[src/design/rom_ctrl_pkg.sv]
// ##########################################################################
// ROM is a fixed 64 x 32 table and the keystream is a fixed function.
// Neither is a real cipher, so the digest only covers the sweep order.
// ##########################################################################
package rom_ctrl_pkg;

  // Geometry
  localparam int unsigned RomAw    = 6;
  localparam int unsigned RomDw    = 32;
  localparam int unsigned RomDepth = 64;

  typedef logic [RomAw-1:0] rom_addr_t;
  typedef logic [RomDw-1:0] rom_data_t;

  // Multi-bit select, only two legal codes
  typedef logic [3:0] mubi4_t;
  localparam mubi4_t MuBi4True  = 4'h6;
  localparam mubi4_t MuBi4False = 4'h9;

  function automatic logic mubi4_test_true_strict(mubi4_t val);
    return val == MuBi4True;
  endfunction

  function automatic logic mubi4_test_invalid(mubi4_t val);
    return (val != MuBi4True) && (val != MuBi4False);
  endfunction

  // Anything but False counts as True
  function automatic logic mubi4_test_true_loose(mubi4_t val);
    return val != MuBi4False;
  endfunction

  // Anything but True counts as False
  function automatic logic mubi4_test_false_loose(mubi4_t val);
    return val != MuBi4True;
  endfunction

  // Bits set in True are ORed, the others ANDed, so True on either side wins
  function automatic mubi4_t mubi4_or_hi(mubi4_t a, mubi4_t b);
    mubi4_t res;
    for (int k = 0; k < 4; k++) begin
      res[k] = MuBi4True[k] ? (a[k] | b[k]) : (a[k] & b[k]);
    end
    return res;
  endfunction

  // Clear ROM content, a fixed shuffle of the address bits
  function automatic rom_data_t rom_word(rom_addr_t a);
    return {2'b10, a, ~a, a ^ 6'h15, {a[2:0], a[5:3]}, a ^ 6'h3c};
  endfunction

  // Keystream per scramble address
  function automatic rom_data_t rom_mask(rom_addr_t a);
    return ({26'd0, a} * 32'h0405_0607) ^ 32'h9e37_79b9;
  endfunction

  typedef struct packed {
    logic      req;
    rom_addr_t rom_addr;
    rom_addr_t prince_addr;
  } rom_req_t;

  typedef struct packed {
    rom_data_t scr_rdata;
    rom_data_t clr_rdata;
    logic      rvalid;
  } rom_rsp_t;

  typedef enum logic [1:0] {
    Idle,
    Sweep,
    Drain,
    Done
  } chk_state_e;

endpackage
[src/design/rom_ctrl_top.sv]
// ##########################################################################
// sel_fault_i is XORed onto the select to model a glitch. Keep it zero
// in normal use, any other value may raise the alert.
// ##########################################################################
`timescale 1ns/100ps

module rom_ctrl_top import rom_ctrl_pkg::*; (
  input  logic      clk_i,
  input  logic      rst_ni,

  input  logic      bus_req_i,
  input  rom_addr_t bus_addr_i,
  output logic      bus_gnt_o,
  output rom_data_t bus_rdata_o,
  output logic      bus_rvalid_o,

  input  logic      restart_i,
  input  mubi4_t    sel_fault_i,
  output rom_data_t digest_o,
  output logic      done_o,
  output logic      alert_o
);

  mubi4_t    sel_bus_chk;
  mubi4_t    sel_bus_mux;
  rom_addr_t chk_addr;
  logic      chk_req;
  rom_data_t chk_rdata;
  rom_req_t  rom_req;
  rom_rsp_t  rom_rsp;

  rom_ctrl_checker u_checker (
    .clk_i        (clk_i),
    .rst_ni       (rst_ni),
    .restart_i    (restart_i),
    .chk_addr_o   (chk_addr),
    .chk_req_o    (chk_req),
    .chk_rdata_i  (chk_rdata),
    .chk_rvalid_i (rom_rsp.rvalid),
    .sel_bus_o    (sel_bus_chk),
    .digest_o     (digest_o),
    .done_o       (done_o)
  );

  rom_ctrl_rom u_rom (
    .clk_i     (clk_i),
    .rst_ni    (rst_ni),
    .rom_req_i (rom_req),
    .rom_rsp_o (rom_rsp)
  );

  // Glitch injection point on the select wires
  assign sel_bus_mux = sel_bus_chk ^ sel_fault_i;

  rom_ctrl_mux u_mux (
    .clk_i        (clk_i),
    .rst_ni       (rst_ni),
    .sel_bus_i    (sel_bus_mux),
    .bus_addr_i   (bus_addr_i),
    .bus_req_i    (bus_req_i),
    .bus_gnt_o    (bus_gnt_o),
    .bus_rdata_o  (bus_rdata_o),
    .bus_rvalid_o (bus_rvalid_o),
    .chk_addr_i   (chk_addr),
    .chk_req_i    (chk_req),
    .chk_rdata_o  (chk_rdata),
    .rom_req_o    (rom_req),
    .rom_rsp_i    (rom_rsp),
    .alert_o      (alert_o)
  );

endmodule

[src/design/rom_ctrl_checker.sv]
// ##########################################################################
// Reads all RomDepth words once after reset and folds a digest. The
// digest is reported only. A restart sweep is not granted the ROM.
// ##########################################################################
`timescale 1ns/100ps

module rom_ctrl_checker import rom_ctrl_pkg::*; (
  input  logic      clk_i,
  input  logic      rst_ni,
  input  logic      restart_i,

  // Sweep requests towards the switch
  output rom_addr_t chk_addr_o,
  output logic      chk_req_o,
  input  rom_data_t chk_rdata_i,
  input  logic      chk_rvalid_i,

  output mubi4_t    sel_bus_o,
  output rom_data_t digest_o,
  output logic      done_o
);

  localparam rom_addr_t LastAddr = rom_addr_t'(RomDepth - 1);

  chk_state_e state_q;
  chk_state_e state_d;
  rom_addr_t  addr_q;
  rom_addr_t  addr_d;
  // Outstanding reads, at most one with a one-cycle ROM
  logic       pend_q;
  logic       fold;
  rom_data_t  digest_q;
  rom_data_t  digest_d;

  always_comb begin
    state_d   = state_q;
    addr_d    = addr_q;
    chk_req_o = 1'b0;
    unique case (state_q)
      // Start straight after reset
      Idle: begin
        state_d = Sweep;
        addr_d  = '0;
      end
      // One read per cycle, in address order
      Sweep: begin
        chk_req_o = 1'b1;
        addr_d    = addr_q + 1'b1;
        if (addr_q == LastAddr) begin
          state_d = Drain;
        end
      end
      // Response to the last read is due in this cycle
      Drain: begin
        state_d = Done;
      end
      Done: begin
        if (restart_i) begin
          state_d = Sweep;
          addr_d  = '0;
        end
      end
      default: begin
        state_d = Idle;
      end
    endcase
  end

  // Only responses to our own reads are folded
  assign fold = pend_q & chk_rvalid_i;

  always_comb begin
    digest_d = digest_q;
    if (state_q == Done && restart_i) begin
      digest_d = '0;
    end else if (fold) begin
      // Rotate left by one, then XOR in the scrambled word
      digest_d = {digest_q[RomDw-2:0], digest_q[RomDw-1]} ^ chk_rdata_i;
    end
  end

  always_ff @(posedge clk_i or negedge rst_ni) begin
    if (!rst_ni) begin
      state_q  <= Idle;
      addr_q   <= '0;
      pend_q   <= 1'b0;
      digest_q <= '0;
    end else begin
      state_q  <= state_d;
      addr_q   <= addr_d;
      pend_q   <= chk_req_o;
      digest_q <= digest_d;
    end
  end

  assign chk_addr_o = addr_q;
  assign done_o     = (state_q == Done);
  // Hand the ROM to the bus only when the sweep is complete
  assign sel_bus_o  = done_o ? MuBi4True : MuBi4False;
  assign digest_o   = digest_q;

  a_drain_short: assert property (@(posedge clk_i) disable iff (!rst_ni)
    (state_q == Drain) [*2] |=> (state_q != Drain));

endmodule

[src/design/rom_ctrl_rom.sv]
// ##########################################################################
// Fixed-latency ROM model, every request answers in the next cycle.
// No back-pressure, a response cannot be held.
// ##########################################################################
`timescale 1ns/100ps

module rom_ctrl_rom import rom_ctrl_pkg::*; (
  input  logic     clk_i,
  input  logic     rst_ni,
  input  rom_req_t rom_req_i,
  output rom_rsp_t rom_rsp_o
);

  logic      rvalid_q;
  rom_addr_t rom_addr_q;
  rom_addr_t prince_addr_q;
  rom_data_t clr_word;

  // Valid flag is control state
  always_ff @(posedge clk_i or negedge rst_ni) begin
    if (!rst_ni) begin
      rvalid_q <= 1'b0;
    end else begin
      rvalid_q <= rom_req_i.req;
    end
  end

  // Addresses are captured every cycle
  always_ff @(posedge clk_i) begin
    rom_addr_q    <= rom_req_i.rom_addr;
    prince_addr_q <= rom_req_i.prince_addr;
  end

  // Table lookup on the registered address
  assign clr_word = rom_word(rom_addr_q);

  assign rom_rsp_o.clr_rdata = clr_word;
  // Scrambled view, keyed by the scramble address
  assign rom_rsp_o.scr_rdata = clr_word ^ rom_mask(prince_addr_q);
  assign rom_rsp_o.rvalid    = rvalid_q;

  // No response without a request in the cycle before
  a_no_spurious_rvalid: assert property (@(posedge clk_i) disable iff (!rst_ni)
    !rom_req_i.req |=> !rom_rsp_o.rvalid);

endmodule

[src/design/rom_ctrl_mux.sv]
// ##########################################################################
// One-way switch: once the select reads True the bus keeps the ROM until
// reset. The alert is sticky and is only cleared by reset.
// ##########################################################################
`timescale 1ns/100ps

module rom_ctrl_mux import rom_ctrl_pkg::*; (
  input  logic      clk_i,
  input  logic      rst_ni,

  // Select from the checker, possibly corrupted on the way
  input  mubi4_t    sel_bus_i,

  // Host bus port
  input  rom_addr_t bus_addr_i,
  input  logic      bus_req_i,
  output logic      bus_gnt_o,
  output rom_data_t bus_rdata_o,
  output logic      bus_rvalid_o,

  // Checker port
  input  rom_addr_t chk_addr_i,
  input  logic      chk_req_i,
  output rom_data_t chk_rdata_o,

  // ROM port
  output rom_req_t  rom_req_o,
  input  rom_rsp_t  rom_rsp_i,

  output logic      alert_o
);

  // Select as seen this cycle, folded with the history so it cannot go back
  mubi4_t sel_bus_d;
  // Registered select and a copy one cycle older
  mubi4_t sel_bus_q;
  mubi4_t sel_bus_qq;

  logic   sel_to_bus;
  logic   sel_invalid;
  logic   sel_reverted;
  logic   sel_q_reverted;
  logic   alert_q;

  assign sel_bus_d = mubi4_or_hi(sel_bus_q, sel_bus_i);

  always_ff @(posedge clk_i or negedge rst_ni) begin
    if (!rst_ni) begin
      sel_bus_q  <= MuBi4False;
      sel_bus_qq <= MuBi4False;
    end else begin
      sel_bus_q  <= sel_bus_d;
      sel_bus_qq <= sel_bus_q;
    end
  end

  // Corrupt code on the input or in the register
  assign sel_invalid = mubi4_test_invalid(sel_bus_i) || mubi4_test_invalid(sel_bus_q);

  // Input falls back to the checker after the handover
  assign sel_reverted = mubi4_test_true_loose(sel_bus_q) & mubi4_test_false_loose(sel_bus_i);

  // Register itself went back, only a fault can do that
  assign sel_q_reverted = mubi4_test_true_loose(sel_bus_qq) &
                          mubi4_test_false_loose(sel_bus_q);

  // Any one of the three sets the alert
  always_ff @(posedge clk_i or negedge rst_ni) begin
    if (!rst_ni) begin
      alert_q <= 1'b0;
    end else begin
      alert_q <= alert_q | sel_invalid | sel_reverted | sel_q_reverted;
    end
  end

  assign alert_o = alert_q;

  // Bus owns the ROM from the first True cycle on
  assign sel_to_bus = mubi4_test_true_strict(sel_bus_d);

  assign bus_gnt_o   = sel_to_bus;
  assign bus_rdata_o = rom_rsp_i.clr_rdata;
  // A response belongs to the bus if the select was already True last cycle
  assign bus_rvalid_o = mubi4_test_true_strict(sel_bus_q) & rom_rsp_i.rvalid;

  assign chk_rdata_o = rom_rsp_i.scr_rdata;

  // Bus uses one address for both lookups
  assign rom_req_o.req         = sel_to_bus ? bus_req_i  : chk_req_i;
  assign rom_req_o.rom_addr    = sel_to_bus ? bus_addr_i : chk_addr_i;
  assign rom_req_o.prince_addr = sel_to_bus ? bus_addr_i : chk_addr_i;

  // Handover is final in the register
  a_sel_one_way: assert property (@(posedge clk_i) disable iff (!rst_ni)
    mubi4_test_true_strict(sel_bus_q) |=> mubi4_test_true_strict(sel_bus_q));

  // A grant leaves the registered select on the bus for the response cycle
  a_gnt_sel_true: assert property (@(posedge clk_i) disable iff (!rst_ni)
    bus_gnt_o |=> mubi4_test_true_strict(sel_bus_q));

endmodule

[config.mk]
export PLATFORM = sky130hd
export DESIGN_NAME = rom_ctrl_top
export DESIGN_NICKNAME = d
export VERILOG_FILES = /design/src/design/rom_ctrl_pkg.sv /design/src/design/rom_ctrl_top.sv /design/src/design/rom_ctrl_checker.sv /design/src/design/rom_ctrl_rom.sv /design/src/design/rom_ctrl_mux.sv
export SDC_FILE = /design/constraint.sdc
export NUM_CORES = 1
export LEC_CHECK = 0
export ABC_CLOCK_PERIOD_IN_PS = 5800
export BUFFER_PORTS_ARGS = -buffer_cell sky130_fd_sc_hd__buf_2
export CORE_MARGIN = 2
export CORE_UTILIZATION = 55
export CTS_CLUSTER_SIZE = 40
export DETAILED_ROUTE_END_ITERATION = 7
export GPL_TIMING_DRIVEN = 0
export PLACE_DENSITY = 0.78
export REMOVE_ABC_BUFFERS = 1
export SLEW_MARGIN = 20
export SYNTH_ARGS = -nofsm -noshare
export SYNTH_HDL_FRONTEND = slang
export SYNTH_HIERARCHICAL = 1
export SYNTH_SLANG_ARGS = --single-unit
[constraint.sdc]
create_clock -name clk_i -period 5.8 [get_ports clk_i]
set_clock_uncertainty 0.2 [all_clocks]
set_input_delay 1.16 -clock clk_i [delete_from_list [all_inputs] [get_ports clk_i]]
set_output_delay 1.16 -clock clk_i [all_outputs]
set_load 0.03 [all_outputs]
# Yosys cells after proc, flatten, opt, wreduce, memory -nomap -nowiden

Index checks and enable logic that the tools add are counted.

Equal/unequal tests: 13
Divide/modulo/power cells: 0
Order comparisons: 0
Bitwise logic cells: 18
Shifts and indexed selects: 0
Reduce and logical (&&, ||, !) cells: 9
Add/subtract/negate cells: 1
Mux-type cells: 11
$mul: 1

Operators by type and width:

| operator              | number |
|---|---|
| $mux 32               | 2 |
| $xor 32x32->32        | 2 |
| $mul 6x27->32 const B | 1 |
| $not 20->20           | 1 |
| $pmux 6 s3            | 1 |
| $mux 6                | 2 |
| $ne 4x4->1 const B    | 3 |
| $eq 4x3->1 const B    | 2 |
| $ne 4x3->1 const B    | 2 |
| $pmux 2 s4            | 1 |
| $add 6x1->6 const B   | 1 |
| $and 1x1->1           | 6 |
| $eq 6x6->1 const B    | 1 |
| $not 6->6             | 1 |
| $or 1x1->1            | 5 |
| $eq 2x2->1 const B    | 2 |
| $mux 2                | 2 |
| $mux 4                | 1 |
| $not 4->4             | 1 |
| $reduce_and 2->1      | 2 |
| $xor 4x4->4           | 1 |
| $logic_and 1x1->1     | 3 |
| $not 3->3             | 1 |
| $reduce_bool 3->1     | 1 |
| other kinds (7)       | 8 |

Latch bits: 0
Logic and storage cells: 62
Memories: 0
Input port bits: 14
Register bits after elaboration: 57
ROM bits: 0
Output and inout bits: 68
Memory bits (writable): 0

# Longest topological paths before layout

Gate-level depths: netlist (run 1).

Word-level depth: 9
Gate-level depth with buffers: 14
Mapped depth without buffers: 13

# Modules after synthesis

The synthesis (run 1) kept the hierarchy.

Modules (own cells, without submodules):

| module           | instances | area an instance (um^2) | cells each | seq. area each (um^2) |
|---|---|---|---|---|
| rom_ctrl_rom     | 1         | 2212.1                  | 248        | 265.3 |
| rom_ctrl_checker | 1         | 1943.1                  | 190        | 1026.0 |
| rom_ctrl_mux     | 1         | 963.4                   | 101        | 230.2 |
| rom_ctrl_top     | 1         | 35.0                    | 4          | 0.0 |

# Worst setup path before layout (run 1)

Ideal clock, no wire load.

Path kind: reg2reg
Start point: register u_rom.prince_addr_q[3]
End point: register u_checker.digest_q[19] (netlist: u_checker/digest_o[19])
Path buffers: 1
Data arrival time: 3396 ps
Cell stages (with the launch flop): 13
Clock period less this slack: 3729 ps
Setup slack: 2071 ps
Setup time: 133 ps
Required time: 5467 ps
Cells stage by stage: dfxtp_1 > ha_1 > ha_1 > fa_1 > fa_1 > a21o_2 > a221oi_4 > o221a_4 > nor2_1 > a211o_1 > buf_4 > xnor2_1 > o21ai_0

RTL lines:

| element                | RTL line               | text |
|---|---|---|
| start, declared        | rom_ctrl_rom.sv:16     | `rom_addr_t prince_addr_q;` |
| start signal, assigned | rom_ctrl_rom.sv:31     | `prince_addr_q <= rom_req_i.prince_addr;` |
| end signal, assigned   | rom_ctrl_checker.sv:92 | `digest_q <= digest_d;` |
| end, declared          | rom_ctrl_checker.sv:32 | `rom_data_t digest_q;` |

==> flow_summary.toml, run 1 <==
[pwr]
leakage_nw = 2.45
peakVddDrop_v = 0.000320
post-layout-total-power_mw = 1.98
power_density_nw_per_um2 = 387

[yosys]
synth-edff-count = 0
post_synth_fa_ha_maj_area_fraction = 0.141
post-synth-top-area-fraction = 0.228
synth-seq-cells = 63
area_of_the_mapped_netlist_um2 = 5150
yosysWarnings = 6
asyncSetResetFlopFracSynth = 0.810
synth_area_per_cell_um2 = 9.49
yosysUniqueCellTypes = 61
synth.largest_area_cell = "sky130_fd_sc_hd__dfrtp_1"
yosys.area_share.simple = 0.117
largest_family_of_logic_cells_by_synthesized_area = "buffers and inverters"
synth_top_flop_cell = "sky130_fd_sc_hd__dfrtp_1"
synth-seq-area-share = 0.295
yosys.area_share.xor_xnor = 0.136
post_synth_mux_area_share = 0.0192
synth-compound-area-share = 0.122
syn_inst = 543
post_synth_main_area_contributors = "sky130_fd_sc_hd__dfrtp_1, sky130_fd_sc_hd__buf_4, sky130_fd_sc_hd__ha_1"

[timing]
number_of_max_slew_violations_in_the_final_report = 0
final.setup.tns_ps = 0
worst_slew_pin_slew_ps = 1070
final_critical_path_setup_slack_ps = 1670
rsz0062_at_grt = "false"
relSlewSlack = 0.284
final_worst_path_cycle_share = 0.712
clock.fmax_mhz = 242
crit_path_time_final_ps = 4130
final.hold.worst_slack_ps = 189
hold_viol_final = 0
final-setup-viol-count = 0

[status]
status = "finished clean"

[finish]
finish.cell_count_without_fillers = 639
finish.utilization = 0.558
final_cell_area_um2 = 5110
flow.area_growth_from_synthesis_pct = -0.850
mostFrequentLayoutCell = "sky130_fd_sc_hd__buf_2"
antenna_cells = 0
mostFrequentLayoutCells = "sky130_fd_sc_hd__buf_2, sky130_fd_sc_hd__xnor2_1, sky130_fd_sc_hd__ha_1, sky130_fd_sc_hd__dfrtp_1, sky130_fd_sc_hd__nand2_1"
layout-drive-gt1-share = 0.241
nets = 592

[floorplanning]
io_pins = 82
initial_standard_cell_utilization_of_the_core = 0.563
coreArea_um2 = 9150
fp.dieArea_um2 = 10200
rows = 35
floorplan.die.width_um = 101
die_height_um = 101

[drt]
detailroute.via_count = 3558
antenna_violating_nets_post_route = 0
post-route-drc-count = 0
drt-pass1-iter-count = 5
routed_wirelength_mm = 10.7
avg_vias_per_cell = 5.57
first_iter_violations = 234
wl_per_cell_um = 16.7

[hold_path]
min-delay-path-class = "register to register"

[clocking]
cts_h_tree_lvls = 3
clk_pin_slew_worst_paths_ps = 70
clock_tree.buffer_depth = 2
clock_sinks = 63
cts_root_buf = "sky130_fd_sc_hd__clkbuf_8"
total_clock_buffers_created_by_cts = 9
cts.repair.resized = 0
hold_buffers = 0
cts_tree = "yes"
clkLatencyLatePin_ps = 350
post-cts-setup-buffers = 0

[setup_path]
crit_chain = "ha_1, ha_1, fa_1, fa_1, a21o_2, a221oi_4, o2111ai_1, a32oi_1, xnor2_1, xnor2_1, o21ai_0"
worst_ep_required_time_ps = 5780
critPathTopFamily = "adder cells"
critical-path-max-stage-delay_ps = 610
cp_slowest_cell = "sky130_fd_sc_hd__dfxtp_1"
worst-path-buf-inv = 0
critical_path_arrival_ps = 4110
setup.worst_path.end_class = "register"
critPathMaxFanout = 8
setup.worst_path.start_class = "register"
criticalPathCategory = "register to register"

[grt]
global_route.usage.total = 0.221
antenna_found_initial = 0
grt_max_degree = 52
vias_in_the_first_global_route = 3471
gr-total-overflow = 0
first_pass_grt_wire_length_mm = 17.4

[placement]
gpl.final_weighted_congestion = 0.903
place.detailed.instances = 623
placedInstanceArea_um2 = 4920
numPortBuffers = 79
preCtsSetupSlack_ps = 1710
place.detailed.hpwl_mm = 8.02

[job]
timing.max_cap.violations = 0
==> Yosys cell counts (10+ instances only) <==
cell type	n
sky130_fd_sc_hd__buf_4	97
sky130_fd_sc_hd__xnor2_1	63
sky130_fd_sc_hd__ha_1	50
sky130_fd_sc_hd__dfrtp_1	47
sky130_fd_sc_hd__nand2_1	46
sky130_fd_sc_hd__o21ai_0	41
sky130_fd_sc_hd__inv_1	21
sky130_fd_sc_hd__xor2_1	17
sky130_fd_sc_hd__a21oi_1	12
sky130_fd_sc_hd__dfxtp_1	12
sky130_fd_sc_hd__nand3_1	12
sky130_fd_sc_hd__nor2_1	10
==> path summary, 6_finish.rpt <==
check / start / end / slack [ps] / cells after the start
max: u_rom/prince_addr_q[3] / u_checker/digest_o[25] / 1670 / 11
min: u_mux/sel_bus_q[0] / u_mux/sel_bus_qq[0] / 190 / 0
max reg2reg: u_rom/prince_addr_q[3] / u_checker/digest_o[25] / 1670 / 11
min reg2reg: u_mux/sel_bus_q[0] / u_mux/sel_bus_qq[0] / 190 / 0
max in group asynchronous: rst_ni / u_checker/digest_o[1] / 4310 / 1
min in group asynchronous: rst_ni / u_checker/digest_o[21] / 630 / 1
==> routing by layer <==
metal  wire [um]  global-route usage  vias up
met5           0                   0        -
met4         206              0.0801        0
met3         628              0.0451       17
met2        5120               0.364      136
met1        4730               0.289     1711
li1            -                   -     1694
==> power by group <==
group          switching [mW]  leakage (nW)  total (mW)  internal [mW]
combinational           0.588          1.62       0.945          0.356
sequential              0.118         0.736       0.664          0.546
clock                   0.186        0.0938       0.367          0.182
total                   0.892          2.45        1.98           1.08
==> logic make-up after synthesis <==
family | Yosys count
DFF | 63
adders and majority gates | 55
AOI/OAI and AO/OA | 92
buffers and inverters | 132
muxes | 9
and+or+nand+nor | 110
other | 2
xor gates and xnor gates | 80
==> worst register-to-register path, stage by stage, from the launching register on <==
cell	delay, ps
sky130_fd_sc_hd__dfxtp_1	610
sky130_fd_sc_hd__ha_1	350
sky130_fd_sc_hd__ha_1	300
sky130_fd_sc_hd__fa_1	530
sky130_fd_sc_hd__fa_1	500
sky130_fd_sc_hd__a21o_2	260
sky130_fd_sc_hd__a221oi_4	390
sky130_fd_sc_hd__o2111ai_1	190
sky130_fd_sc_hd__a32oi_1	250
sky130_fd_sc_hd__xnor2_1	170
sky130_fd_sc_hd__xnor2_1	130
sky130_fd_sc_hd__o21ai_0	90
==> state kept, by name, indices dropped and copies added (netlist names) <==
signal / flops
u_rom/rvalid_q: 1
u_checker/pend_q: 1
u_checker/chk_addr_o: 6
u_mux/sel_bus_qq: 4
u_mux/sel_bus_q: 4
u_checker/digest_o: 32
u_mux/alert_o: 1
u_rom/rom_addr_q: 6
u_checker/state_q: 2
u_rom/prince_addr_q: 6
==> final cells by class <==
cell class                 instances  area (um2)
timing repair buffer              80         409
clock buffer                      10         149
inverter                          21        78.8
multi-input combinational        348        2770
clock inverter                     6        42.5
fill                             807        4040
sequential                        63        1520
tap                              111         139
No activity file was read; power rests on OpenSTA's default activity.
==> run 2, diff against run 1 <==
- ABC_CLOCK_PERIOD_IN_PS: 5800 -> 3800
- CORE_UTILIZATION: 55 -> 53
- clock period: 5.8 -> 3.8 ns (I/O delays scaled with it)
==> flow_summary.toml, run 2 (synthesis results as in run 1) <==
[finish]
max_reg_flops = 32
nets = 600
antenna_cells = 0
layout-drive-gt1-share = 0.276
flow.area_growth_from_synthesis_pct = 2.74
mostFrequentLayoutCells = "sky130_fd_sc_hd__buf_2, sky130_fd_sc_hd__xnor2_1, sky130_fd_sc_hd__ha_1, sky130_fd_sc_hd__dfrtp_1, sky130_fd_sc_hd__nand2_1"
nFillCells = 808
mostFrequentLayoutCell = "sky130_fd_sc_hd__buf_2"

[grt]
met3_usage = 0.0393
grt_busiest_layer = "met2"
groute.layer.met2.usage = 0.363
antenna_found_initial = 0
gr-total-overflow = 0
grt_max_degree = 52
grt_use_met1 = 0.292
vias_in_the_first_global_route = 3617
first_pass_grt_wire_length_mm = 18.0
global_route.usage.total = 0.221

[setup_path]
crit_top_cell = "sky130_fd_sc_hd__ha_1"
worst_ep_required_time_ps = 3770
critical-path-max-stage-delay_ps = 400
critPathMaxFanout = 7
crit_chain = "ha_1, ha_1, ha_1, ha_2, fa_2, a21o_2, a221oi_4, o221a_4, nor2_1, a211o_1, xnor2_1, o21ai_0"
setup.worst_path.start_class = "register"
critical_path_arrival_ps = 3610
number_of_cells_on_the_critical_path = 12
criticalPathCategory = "register to register"
r2r.worst_path.cells = 12
cp_slowest_cell = "sky130_fd_sc_hd__dfxtp_4"
worst-path-buf-inv = 0
critPathTopFamily = "adder cells"
setup.worst_path.end_class = "register"

[hold_path]
min-delay-path-class = "register to register"
timing.hold.worst_path_depth = 0

[floorplanning]
rows = 35
coreArea_um2 = 9330
fp.dieArea_um2 = 10500
die_height_um = 103
initial_standard_cell_utilization_of_the_core = 0.553
io_pins = 82
floorplan.die.width_um = 103

[drt]
avg_vias_per_cell = 5.51
post-route-drc-count = 0
detailroute.via_count = 3661
wl_per_cell_um = 16.5
drt-pass1-iter-count = 5
antenna_violating_nets_post_route = 0
first_iter_violations = 198
routed_wirelength_mm = 11.0

[timing]
final_critical_path_setup_slack_ps = 163
worst_slew_pin_slew_ps = 1050
number_of_max_slew_violations_in_the_final_report = 0
final-setup-viol-count = 0
final.setup.tns_ps = 0
rsz0062_at_grt = "false"
final_worst_path_cycle_share = 0.957
clock.fmax_mhz = 275
crit_path_time_final_ps = 3640
hold_viol_final = 0
relSlewSlack = 0.297

[clocking]
cts_root_buf = "sky130_fd_sc_hd__clkbuf_8"
clkLatencyLatePin_ps = 340
total_clock_buffers_created_by_cts = 9
cts_h_tree_lvls = 3
clock_sinks = 63
clock_tree.buffer_depth = 2
clk_pin_slew_worst_paths_ps = 80
cts_tree = "yes"

[pwr]
power_density_nw_per_um2 = 584
peakVddDrop_v = 0.000342
leakage_nw = 2.51

[status]
status = "finished clean"

[job]
timing.max_cap.violations = 0

[placement]
numPortBuffers = 79
gpl.final_weighted_congestion = 0.906
place.detailed.hpwl_mm = 7.99
preCtsSetupSlack_ps = -365
run 2: cell types whose count changed in the layout (fill, tap and decap cells not counted), moves of 2 or more:
cell                       previous run  this run
sky130_fd_sc_hd__buf_4                1         9
sky130_fd_sc_hd__clkbuf_8             9        11
sky130_fd_sc_hd__clkinv_2             2         0
sky130_fd_sc_hd__dfxtp_1             12         6
sky130_fd_sc_hd__dfxtp_4              0         5
sky130_fd_sc_hd__fa_1                 5         3
sky130_fd_sc_hd__fa_2                 0         2
sky130_fd_sc_hd__ha_1                50        47
sky130_fd_sc_hd__ha_4                 0         2
run 2: final timing paths:
check | startpoint | end | slack [ps]
setup / recovery | u_rom/prince_addr_q[2] | u_checker/digest_o[19] | 160
hold / removal | u_mux/sel_bus_q[0] | u_mux/sel_bus_qq[0] | 180
setup reg to reg | u_rom/prince_addr_q[2] | u_checker/digest_o[19] | 160
hold reg to reg | u_mux/sel_bus_q[0] | u_mux/sel_bus_qq[0] | 180
max in group asynchronous | rst_ni | u_checker/digest_o[0] | 2710
min in group asynchronous | rst_ni | u_checker/digest_o[21] | 240
run 2: timing repair:
| item | 4_1_cts | 5_1_grt |
|---|---|---|
| buffers inserted | 2 | 6 |
| endpoints found under the hold margin | 0 | 0 |
| gates resized for setup | 10 | 10 |
| hold buffers | 0 | 0 |
| pin swaps | 3 | 6 |
| setup endpoints to repair | 10 | 8 |
run 2: layout make-up:
| class | count | area [um2] | share of cell area |
|---|---|---|---|
| clock buffer | 12 | 155 | 0.0293 |
| tap | 129 | 161 | 0.0305 |
| clock inverter | 4 | 53.8 | 0.0102 |
| inverter | 21 | 78.8 | 0.0149 |
| timing repair buffer | 88 | 469 | 0.0886 |
| multi-input combinational | 348 | 2840 | 0.535 |
| sequential | 63 | 1540 | 0.291 |
run 2: power by group:
group	switching [mW]	internal [mW]
clock	0.262	0.341
sequential	0.174	0.833
combinational	0.918	0.563
total	1.35	1.74
run 2: worst reg2reg max path, delay by kind of cell (launching register included):
kind	cells	cell delay (ps)
flip-flops	1	400
adder cells (fa/ha/maj)	5	1460
AO/OA/AOI/OAI	5	1210
AND/OR/NAND/NOR	1	50
XOR/XNOR	1	140
run 2: per-layer routing:
metal | vias to the layer above | wire length (um)
li1 | 1728 | -
met1 | 1754 | 4920
met2 | 159 | 5120
met3 | 20 | 736
met4 | 0 | 206
met5 | - | 0
run 2: per-stage QoR:
stage          total power [mW]  hold slack [ps]  instance area [um2]  instances   util
3_3_place_gp               2.39              167                 4920        640  0.528
6_report                   3.09              180                 5300        665  0.568
4_1_cts                    3.09              185                 5180        659  0.556
2_1_floorplan              2.06              160                 4370        432      -
3_5_place_dp               2.46              175                 4940        641  0.529
5_1_grt                    3.30              187                 5300        665  0.568
